--- src/rename_pkg.sv ---
package rename_pkg;

    localparam int NUM_D_REG  = 32;  // Data physical registers.
    localparam int NUM_S_REG  = 16;  // Status physical registers.
    localparam int NUM_ARCH_D = 8;
    localparam int NUM_ARCH_S = 4;

    typedef logic [$clog2(NUM_D_REG)-1:0]  d_phys_t;
    typedef logic [$clog2(NUM_S_REG)-1:0]  s_phys_t;
    typedef logic [$clog2(NUM_ARCH_D)-1:0] d_arch_t;
    typedef logic [$clog2(NUM_ARCH_S)-1:0] s_arch_t;

    typedef struct packed {
        logic    valid;
        logic    use_rw;
        d_arch_t rw_arch;
        logic    use_rs;
        s_arch_t rs_arch;
        logic    unit;       // 0 is the ALU pipe, 1 the memory pipe.
    } dec_instr_t;

    typedef struct packed {
        d_phys_t new_rw;
        d_phys_t prev_rw;
        s_phys_t new_rs;
        s_phys_t prev_rs;
    } rename_out_t;

    // One-cycle return pulses, one bit per physical register.
    typedef struct packed {
        logic [NUM_D_REG-1:0] r_list;
        logic [NUM_S_REG-1:0] s_list;
    } reg_return_t;

endpackage

--- src/rob_pkg.sv ---
package rob_pkg;

    localparam int ROB_SIZE = 16;

    typedef logic [$clog2(ROB_SIZE)-1:0] rob_addr_t;

    typedef struct packed {
        rob_addr_t high;     // Tail, first free slot.
        rob_addr_t low;      // Head, oldest entry.
        logic      empty;
    } rob_range_t;

    typedef struct packed {
        logic      valid;
        rob_addr_t rob_addr;
    } completion_t;

    // True when addr lies in [low, high) with wrap-around.
    function automatic logic rob_in_range(rob_range_t range, rob_addr_t addr);
        logic result;
        if (range.high > range.low) begin
            result = (addr >= range.low) && (addr < range.high);
        end else if (range.high == range.low) begin
            result = !range.empty;  // Equal pointers mean empty or full.
        end else begin
            result = (addr >= range.low) || (addr < range.high);
        end
        return result;
    endfunction

endpackage

--- src/free_reg_list.sv ---
`timescale 1ns/1ps

module free_reg_list #(
    parameter type phys_t   = logic [4:0],
    parameter int  NUM      = 32,
    parameter int  NUM_ARCH = 8
) (
    input  logic           clk,
    input  logic           n_rst,
    input  logic           alloc,
    output phys_t          free_addr,
    output logic           empty,
    input  logic [NUM-1:0] returns
);

    // Registers below NUM_ARCH hold the initial architectural mapping.
    localparam logic [NUM-1:0] RESET_MAP = {NUM{1'b1}} << NUM_ARCH;

    logic [NUM-1:0] bitmap;
    logic [NUM-1:0] bitmap_next;

    // Lowest set bit wins.
    always_comb begin
        free_addr = '0;
        for (int i = NUM - 1; i >= 0; i--) begin
            if (bitmap[i]) begin
                free_addr = phys_t'(i);
            end
        end
    end

    assign empty = ~|bitmap;

    always_comb begin
        bitmap_next = bitmap | returns;
        if (alloc && !empty) begin
            bitmap_next[free_addr] = 1'b0;
        end
    end

    always_ff @(posedge clk) begin
        if (!n_rst) begin
            bitmap <= RESET_MAP;
        end else begin
            bitmap <= bitmap_next;
        end
    end

endmodule

--- src/translation_table.sv ---
`timescale 1ns/1ps

module translation_table (
    input  logic                   clk,
    input  logic                   n_rst,
    input  logic                   push,
    input  rename_pkg::dec_instr_t instr,
    input  rename_pkg::d_phys_t    new_rw,
    input  rename_pkg::s_phys_t    new_rs,
    input  rob_pkg::rob_addr_t     slot,
    input  logic                   rollback,
    input  rob_pkg::rob_addr_t     restore_slot,
    output rename_pkg::d_phys_t    prev_rw,
    output rename_pkg::s_phys_t    prev_rs
);

    typedef struct packed {
        rename_pkg::d_phys_t [rename_pkg::NUM_ARCH_D-1:0] d;
        rename_pkg::s_phys_t [rename_pkg::NUM_ARCH_S-1:0] s;
    } map_t;

    map_t map;
    map_t checkpoint [rob_pkg::ROB_SIZE];

    assign prev_rw = map.d[instr.rw_arch];
    assign prev_rs = map.s[instr.rs_arch];

    always_ff @(posedge clk) begin
        if (!n_rst) begin
            for (int i = 0; i < rename_pkg::NUM_ARCH_D; i++) begin
                map.d[i] <= rename_pkg::d_phys_t'(i);   // Identity map.
            end
            for (int i = 0; i < rename_pkg::NUM_ARCH_S; i++) begin
                map.s[i] <= rename_pkg::s_phys_t'(i);
            end
        end else if (rollback) begin
            map <= checkpoint[restore_slot];
        end else if (push) begin
            if (instr.use_rw) begin
                map.d[instr.rw_arch] <= new_rw;
            end
            if (instr.use_rs) begin
                map.s[instr.rs_arch] <= new_rs;
            end
        end
    end

    // Snapshot taken before the slot's own writes.
    always_ff @(posedge clk) begin
        if (push && !rollback) begin
            checkpoint[slot] <= map;
        end
    end

endmodule

--- src/reorder_buffer.sv ---
`timescale 1ns/1ps

module reorder_buffer (
    input  logic                    clk,
    input  logic                    n_rst,
    input  logic                    push,
    input  rename_pkg::rename_out_t rename_in,
    input  logic                    use_rw,
    input  logic                    use_rs,
    input  logic                    rollback,
    input  rob_pkg::rob_addr_t      incident_addr,
    input  rob_pkg::completion_t    completion,
    output rename_pkg::reg_return_t checkin,
    output rob_pkg::rob_range_t     active_range,
    output logic                    rob_full,
    output rob_pkg::rob_addr_t      rob_open_slot
);

    typedef struct packed {
        logic                    done;
        logic                    use_rw;
        logic                    use_rs;
        rename_pkg::rename_out_t regs;
    } rob_entry_t;

    rob_entry_t buffer [rob_pkg::ROB_SIZE];

    rob_pkg::rob_addr_t      head;
    rob_pkg::rob_addr_t      tail;
    rob_pkg::rob_addr_t      count;
    rob_pkg::rob_addr_t      squash_start;
    rob_pkg::rob_range_t     squash_range;
    logic                    empty;
    logic                    retire;
    rename_pkg::reg_return_t checkin_next;

    // At most ROB_SIZE-1 entries, so equal pointers always mean empty.
    assign count = tail - head;
    assign empty = (head == tail);
    assign rob_full = (count == rob_pkg::rob_addr_t'(rob_pkg::ROB_SIZE - 1));
    assign rob_open_slot = tail;

    assign active_range.high  = tail;
    assign active_range.low   = head;
    assign active_range.empty = empty;

    assign retire = buffer[head].done && !empty;

    // Slots from incident_addr+1 up to the tail are squashed.
    assign squash_start       = incident_addr + 1'b1;
    assign squash_range.low   = squash_start;
    assign squash_range.high  = tail;
    assign squash_range.empty = (squash_start == tail);

    always_comb begin
        checkin_next = '0;
        if (retire) begin
            if (buffer[head].use_rw) begin
                checkin_next.r_list[buffer[head].regs.prev_rw] = 1'b1;
            end
            if (buffer[head].use_rs) begin
                checkin_next.s_list[buffer[head].regs.prev_rs] = 1'b1;
            end
        end
        if (rollback) begin
            for (int i = 0; i < rob_pkg::ROB_SIZE; i++) begin
                if (rob_pkg::rob_in_range(squash_range, rob_pkg::rob_addr_t'(i))) begin
                    if (buffer[i].use_rw) begin
                        checkin_next.r_list[buffer[i].regs.new_rw] = 1'b1;
                    end
                    if (buffer[i].use_rs) begin
                        checkin_next.s_list[buffer[i].regs.new_rs] = 1'b1;
                    end
                end
            end
        end
    end

    always_ff @(posedge clk) begin
        if (!n_rst) begin
            head    <= '0;
            tail    <= '0;
            checkin <= '0;
        end else begin
            checkin <= checkin_next;
            if (retire) begin
                head <= head + 1'b1;
            end
            if (rollback) begin
                tail <= squash_start;
            end else if (push) begin
                tail <= tail + 1'b1;
            end
        end
    end

    // Entry storage. A push at the tail overrides a stray done mark.
    always_ff @(posedge clk) begin
        if (completion.valid) begin
            buffer[completion.rob_addr].done <= 1'b1;
        end
        if (push && !rollback) begin
            buffer[tail] <= '{done: 1'b0, use_rw: use_rw, use_rs: use_rs, regs: rename_in};
        end
    end

endmodule

--- src/exec_pipe.sv ---
`timescale 1ns/1ps

module exec_pipe #(
    parameter int LATENCY = 2
) (
    input  logic                 clk,
    input  logic                 n_rst,
    input  logic                 issue,
    input  rob_pkg::rob_addr_t   issue_addr,
    input  rob_pkg::rob_range_t  active_range,
    input  logic                 grant,
    output logic                 ready_in,
    output rob_pkg::completion_t request
);

    logic [LATENCY-1:0] stage_valid;
    logic [LATENCY-1:0] live;
    logic               hold;
    rob_pkg::rob_addr_t stage_addr [LATENCY];

    // Squashed slots vanish here, before they can request.
    always_comb begin
        for (int i = 0; i < LATENCY; i++) begin
            live[i] = stage_valid[i] && rob_pkg::rob_in_range(active_range, stage_addr[i]);
        end
    end

    assign request.valid    = live[LATENCY-1];
    assign request.rob_addr = stage_addr[LATENCY-1];

    assign hold     = live[LATENCY-1] && !grant;   // Output stage not granted.
    assign ready_in = !hold || !live[0];

    always_ff @(posedge clk) begin
        if (!n_rst) begin
            stage_valid <= '0;
        end else begin
            for (int i = LATENCY - 1; i > 0; i--) begin
                stage_valid[i] <= hold ? live[i] : live[i-1];
            end
            stage_valid[0] <= issue || (hold && live[0]);
        end
    end

    always_ff @(posedge clk) begin
        for (int i = LATENCY - 1; i > 0; i--) begin
            if (!hold) begin
                stage_addr[i] <= stage_addr[i-1];
            end
        end
        if (issue) begin
            stage_addr[0] <= issue_addr;
        end
    end

endmodule

--- src/completion_arbiter.sv ---
`timescale 1ns/1ps

module completion_arbiter (
    input  logic                 clk,
    input  logic                 n_rst,
    input  rob_pkg::completion_t alu_req,
    input  rob_pkg::completion_t mem_req,
    output logic                 alu_grant,
    output logic                 mem_grant,
    output rob_pkg::completion_t completion
);

    logic last_mem;   // Memory pipe won the last grant.

    assign alu_grant = alu_req.valid && (!mem_req.valid || last_mem);
    assign mem_grant = mem_req.valid && (!alu_req.valid || !last_mem);

    always_comb begin
        if (alu_grant) begin
            completion = alu_req;
        end else if (mem_grant) begin
            completion = mem_req;
        end else begin
            completion = '0;
        end
    end

    always_ff @(posedge clk) begin
        if (!n_rst) begin
            last_mem <= 1'b1;   // ALU goes first on a tie.
        end else if (alu_grant) begin
            last_mem <= 1'b0;
        end else if (mem_grant) begin
            last_mem <= 1'b1;
        end
    end

endmodule

--- src/rename_core.sv ---
`timescale 1ns/1ps

module rename_core #(
    parameter int ALU_LATENCY = 2,
    parameter int MEM_LATENCY = 4
) (
    input  logic                    clk,
    input  logic                    n_rst,
    input  rename_pkg::dec_instr_t  instr,
    input  logic                    rollback,
    input  rob_pkg::rob_addr_t      incident_addr,
    output logic                    stall,
    output rob_pkg::rob_addr_t      rob_open_slot,
    output rename_pkg::rename_out_t renamed,
    output rename_pkg::reg_return_t checkin,
    output rob_pkg::rob_range_t     active_range
);

    logic                 push;
    logic                 rob_full;
    logic                 d_empty;
    logic                 s_empty;
    logic                 alu_ready;
    logic                 mem_ready;
    logic                 alu_grant;
    logic                 mem_grant;
    logic                 tt_rollback;
    rob_pkg::rob_addr_t   restore_slot;
    rob_pkg::completion_t alu_req;
    rob_pkg::completion_t mem_req;
    rob_pkg::completion_t completion;

    always_comb begin
        stall = rob_full;
        if (instr.valid) begin
            stall = stall || (instr.use_rw && d_empty) || (instr.use_rs && s_empty);
            stall = stall || (instr.unit ? !mem_ready : !alu_ready);
        end
    end

    assign push = instr.valid && !stall && !rollback;

    // No checkpoint to restore when nothing younger than the incident exists.
    assign restore_slot = incident_addr + 1'b1;
    assign tt_rollback  = rollback && rob_pkg::rob_in_range(active_range, restore_slot);

    free_reg_list #(
        .phys_t   (rename_pkg::d_phys_t),
        .NUM      (rename_pkg::NUM_D_REG),
        .NUM_ARCH (rename_pkg::NUM_ARCH_D)
    ) d_frl_i (
        .clk       (clk),
        .n_rst     (n_rst),
        .alloc     (push && instr.use_rw),
        .free_addr (renamed.new_rw),
        .empty     (d_empty),
        .returns   (checkin.r_list)
    );

    free_reg_list #(
        .phys_t   (rename_pkg::s_phys_t),
        .NUM      (rename_pkg::NUM_S_REG),
        .NUM_ARCH (rename_pkg::NUM_ARCH_S)
    ) s_frl_i (
        .clk       (clk),
        .n_rst     (n_rst),
        .alloc     (push && instr.use_rs),
        .free_addr (renamed.new_rs),
        .empty     (s_empty),
        .returns   (checkin.s_list)
    );

    translation_table tt_i (
        .clk          (clk),
        .n_rst        (n_rst),
        .push         (push),
        .instr        (instr),
        .new_rw       (renamed.new_rw),
        .new_rs       (renamed.new_rs),
        .slot         (rob_open_slot),
        .rollback     (tt_rollback),
        .restore_slot (restore_slot),
        .prev_rw      (renamed.prev_rw),
        .prev_rs      (renamed.prev_rs)
    );

    reorder_buffer rob_i (
        .clk           (clk),
        .n_rst         (n_rst),
        .push          (push),
        .rename_in     (renamed),
        .use_rw        (instr.use_rw),
        .use_rs        (instr.use_rs),
        .rollback      (rollback),
        .incident_addr (incident_addr),
        .completion    (completion),
        .checkin       (checkin),
        .active_range  (active_range),
        .rob_full      (rob_full),
        .rob_open_slot (rob_open_slot)
    );

    exec_pipe #(.LATENCY(ALU_LATENCY)) alu_pipe_i (
        .clk          (clk),
        .n_rst        (n_rst),
        .issue        (push && !instr.unit),
        .issue_addr   (rob_open_slot),
        .active_range (active_range),
        .grant        (alu_grant),
        .ready_in     (alu_ready),
        .request      (alu_req)
    );

    exec_pipe #(.LATENCY(MEM_LATENCY)) mem_pipe_i (
        .clk          (clk),
        .n_rst        (n_rst),
        .issue        (push && instr.unit),
        .issue_addr   (rob_open_slot),
        .active_range (active_range),
        .grant        (mem_grant),
        .ready_in     (mem_ready),
        .request      (mem_req)
    );

    completion_arbiter arb_i (
        .clk        (clk),
        .n_rst      (n_rst),
        .alu_req    (alu_req),
        .mem_req    (mem_req),
        .alu_grant  (alu_grant),
        .mem_grant  (mem_grant),
        .completion (completion)
    );

endmodule

--- config.mk ---
export PLATFORM = sky130hd
export DESIGN_NAME = rename_core
export DESIGN_NICKNAME = d
export VERILOG_FILES = /design/src/rename_pkg.sv /design/src/rob_pkg.sv /design/src/free_reg_list.sv /design/src/translation_table.sv /design/src/reorder_buffer.sv /design/src/exec_pipe.sv /design/src/completion_arbiter.sv /design/src/rename_core.sv
export SDC_FILE = /design/constraint.sdc
export NUM_CORES = 2
export LEC_CHECK = 0
export BUFFER_PORTS_ARGS = -buffer_cell sky130_fd_sc_hd__clkbuf_2
export CORE_MARGIN = 5
export CORE_UTILIZATION = 55
export CTS_CLUSTER_SIZE = 30
export DETAILED_ROUTE_END_ITERATION = 16
export GPL_TIMING_DRIVEN = 0
export PLACE_DENSITY = 0.72
export SYNTH_ARGS = -nofsm -noshare
export SYNTH_HDL_FRONTEND = slang
export SYNTH_SLANG_ARGS = --single-unit
--- constraint.sdc ---
create_clock -name clk -period 13.21 [get_ports clk]
set_input_delay 3.963 -clock clk [delete_from_list [all_inputs] [get_ports clk]]
set_output_delay 3.963 -clock clk [all_outputs]
set_load 0.005 [all_outputs]
==> out/qor.yml <==
first_pass_iters: 9
max-clock-path-buffers: 3
p_int_w: 0.00773
via_count: 46300
cp_common_cell: "buf_2"
drc: 0
worst_skew_pair.late_latency_ns: 0.80
antenna_found_initial: 17
final_common_cell: "edfxtp_1"
cts.clk_slew.worst_paths_ns: 0.06
async_reset_ff_share_pct: 0
worstSetupEndpoint: "rob_i.checkin[27]$_SDFF_PN0_"
final_area_mm2: 0.0729
routed_wl_um: 242000
rsz0062_at_grt: "false"
cp_num_cells: 21
grt_pass1_wl_um: 338000
relSlewSlack_pct: -3.00
reg2regPathDepth: 19
max_freq_mhz: 81.4
setup_viol: 0
instances_no_fill: 6468
die_w_um: 350
final_cell_mix: "1240 x edfxtp_1, 338 x nor2_1, 326 x nand2_1"
endpoint_kind: "flop"
path_class: "input port to flop"
synth_fp_nets: 4532
period_minus_slack_ns: 12.29
ys_seq_elements: 1427
seq_area_frac_synth_pct: 64.3
syn_area_per_cell_um2: 14.3
crit_chain: "clkbuf_2 > buf_2 > buf_2 > buf_2 > buf_2 > buf_2 > inv_1 > ha_1 > clkbuf_1 > inv_1 > ha_1 > nor2b_1 > o211ai_2 > a21oi_2 > buf_2 > nand2_1 > nand2_1 > nand4_1 > o22ai_1 > nor4_1 > a221oi_1"
cts-hold-fix-buffers: 0
first_global_vias: 44700
syn_area_mm2: 0.0638
peakVddDrop_mv: 0.151
cp_max_fo: 10
max_stage_delay_ns: 0.80
dp_hpwl_um: 173000
wire_per_inst_um: 37.4
pwr-share-clk_pct: 39.6
ioPinCount: 96
fin_crit_sh_pct: 93.0
clockRootBuffer: "clkbuf_16"
power.leakage_nw: 23.5
placementRows: 125
cpLargestDelayFamily: "buffers and inverters"
cts_setup_buffers: 0
worst_pin_slew_ns: 1.54
finalHoldViolations: 0
worstPathRequired_ns: 13.80
via_per_inst: 7.16
post_cts_resized: 0
maxCapViolations: 2
yosysWarnings: 0
ys.flop_type: "edfxtp_1"
place_ws_ns: 0.798
slowest_stage: "clkbuf_1"
place.port_buffers: 91
fin_nets: 4900
power.total_w: 0.0104
drtAntennaViolNets: 0
skew_ns: 0.0428
violations: "max-capacitance violations, max-slew violations"
die_area_mm2: 0.123
cts_tree: "yes"
synth_enable_flop_cells: 1240
place_area_mm2: 0.0681
p_switching_w: 0.00266
grt_usage_pct: 39.2
p_seq_share_pct: 50.5
cts_inserted_buffers: 147
cp-startpoint: "incident_addr[0]"
place_inst: 6196
drt-initial-drc-count: 7239
place.gp.congestion: 1.04
htreeDepth: 4
worstReg2RegStart: "rob_i.rob_open_slot[0]$_SDFFE_PN0P_"
r2r_slack_ns: 5.67
tns_ns: 0
fillers: 8417
start_util_pct: 55.1
core-area_mm2: 0.116
ys_types: 104
maxSlewViolCount: 11
switching_share_pct: 25.6
setup_slack_ns: 0.924
dieHeight_um: 350
cp.arrival_ns: 12.88
grt_overflow_total: 0
status: "complete, but fails checks"
combPwrFrac_pct: 9.9
area_growth_pct: 14.3
power_density_mw_per_mm2: 143
layout-drive-gt1-share_pct: 18.3
synth_cells: 4453
cp-start-kind: "input port"
min_path_type: "flop to flop"
grt_max_degree: 25
reg2reg_to: "tt_i.checkpoint[11][34]$_DFFE_PP_"
numClockSinks: 1427
crit_buf_inv: 10
power groups by stage:
stage	clock [W]	combinational, W	sequential, W
global route	0.00434	0.00106	0.00526
CTS	0.00414	0.000998	0.00524
detailed placement	0	0.000988	0.00533
finish	0.00412	0.00103	0.00525
global placement	0	0.000943	0.00533
floorplan	0	0.000565	0.00526
worst min-delay path by stage:
stage / from / endpoint / slack [ns] / cells past startpoint
2_1_floorplan: mem_pipe_i.stage_addr[1][0]$_DFFE_PN_ / mem_pipe_i.stage_addr[2][0]$_DFFE_PN_ / 0.43 / 0
3_3_place_gp: mem_pipe_i.stage_addr[2][0]$_DFFE_PN_ / mem_pipe_i.stage_addr[3][0]$_DFFE_PN_ / 0.44 / 0
3_5_place_dp: mem_pipe_i.stage_addr[1][0]$_DFFE_PN_ / mem_pipe_i.stage_addr[2][0]$_DFFE_PN_ / 0.44 / 0
4_1_cts: mem_pipe_i.stage_addr[1][0]$_DFFE_PN_ / mem_pipe_i.stage_addr[2][0]$_DFFE_PN_ / 0.46 / 0
5_1_grt: mem_pipe_i.stage_addr[1][0]$_DFFE_PN_ / mem_pipe_i.stage_addr[2][0]$_DFFE_PN_ / 0.48 / 0
6_report: mem_pipe_i.stage_addr[1][0]$_DFFE_PN_ / mem_pipe_i.stage_addr[2][0]$_DFFE_PN_ / 0.46 / 0
Yosys cell counts, types with 81 or more instances:
library cell	n	area, um^2
o21ai_0	119	596
dfxtp_1	187	3740
mux4_2	311	7000
nor3_1	160	801
clkbuf_1	144	541
a21oi_1	142	711
o22ai_1	134	838
nand2_1	326	1220
inv_1	81	304
nand3_1	148	741
edfxtp_1	1240	37200
nor2_1	357	1340
per-stage QoR:
stage / util (%) / hold WS (ns)
floorplan: - / 0.426
global placement: 57.1 / 0.437
detailed placement: 58.9 / 0.445
CTS: 63.0 / 0.458
global route: 63.0 / 0.482
finish: 63.0 / 0.458
per-layer routing:
layer	GRT usage, %	part of all wire (%)
met1	50.9	36
met2	60.9	46
met3	8.28	11
met4	25.2	7.8
met5	0	0.020
worst register-to-register path: cells and delay by family (launching register included):
| family | cells | cell delay [ns] |
|---|---|---|
| flops | 1 | 0.98 |
| compound gates | 2 | 0.43 |
| fa+ha+maj | 3 | 1.21 |
| simple gates | 5 | 1.95 |
| buf+inv | 9 | 2.67 |
cell families after synthesis:
kind of cell	count (synthesis)	synth area share, %
multiplexers	346	11.8
AO/OA/AOI/OAI	828	8.87
AND/OR/NAND/NOR	1472	11.7
flip-flops	1427	64.3
adder cells (fa/ha/maj)	69	1.34
buffers and inverters	305	1.98
XOR/XNOR	6	0.0824
sequential cells by signal, summed over array words and instances (netlist names), 2 cells and up, named ones only:
signal,cells
tt_i.map,56
alu_pipe_i.stage_valid,2
s_frl_i.bitmap,16
rob_i.buffer,336
mem_pipe_i.stage_valid,4
tt_i.checkpoint,896
mem_pipe_i.stage_addr,16
rob_i.head,4
rob_i.checkin,48
rob_i.rob_open_slot,4
d_frl_i.bitmap,32
alu_pipe_i.stage_addr,8
cell type report:
type | instances | area, um^2 | share of cell area (%)
diodes | 8 | 20.0 | 0.0275
clock buffers | 193 | 4060 | 5.57
multi-input cells | 2721 | 21800 | 29.9
clock inverters | 71 | 691 | 0.948
flip-flops and latches | 1427 | 41000 | 56.2
repair buffers | 219 | 2170 | 2.98
plain buffers | 219 | 940 | 1.29
inverters | 86 | 324 | 0.445
well taps | 1524 | 1910 | 2.62
No activity file was read; power rests on OpenSTA's default activity.
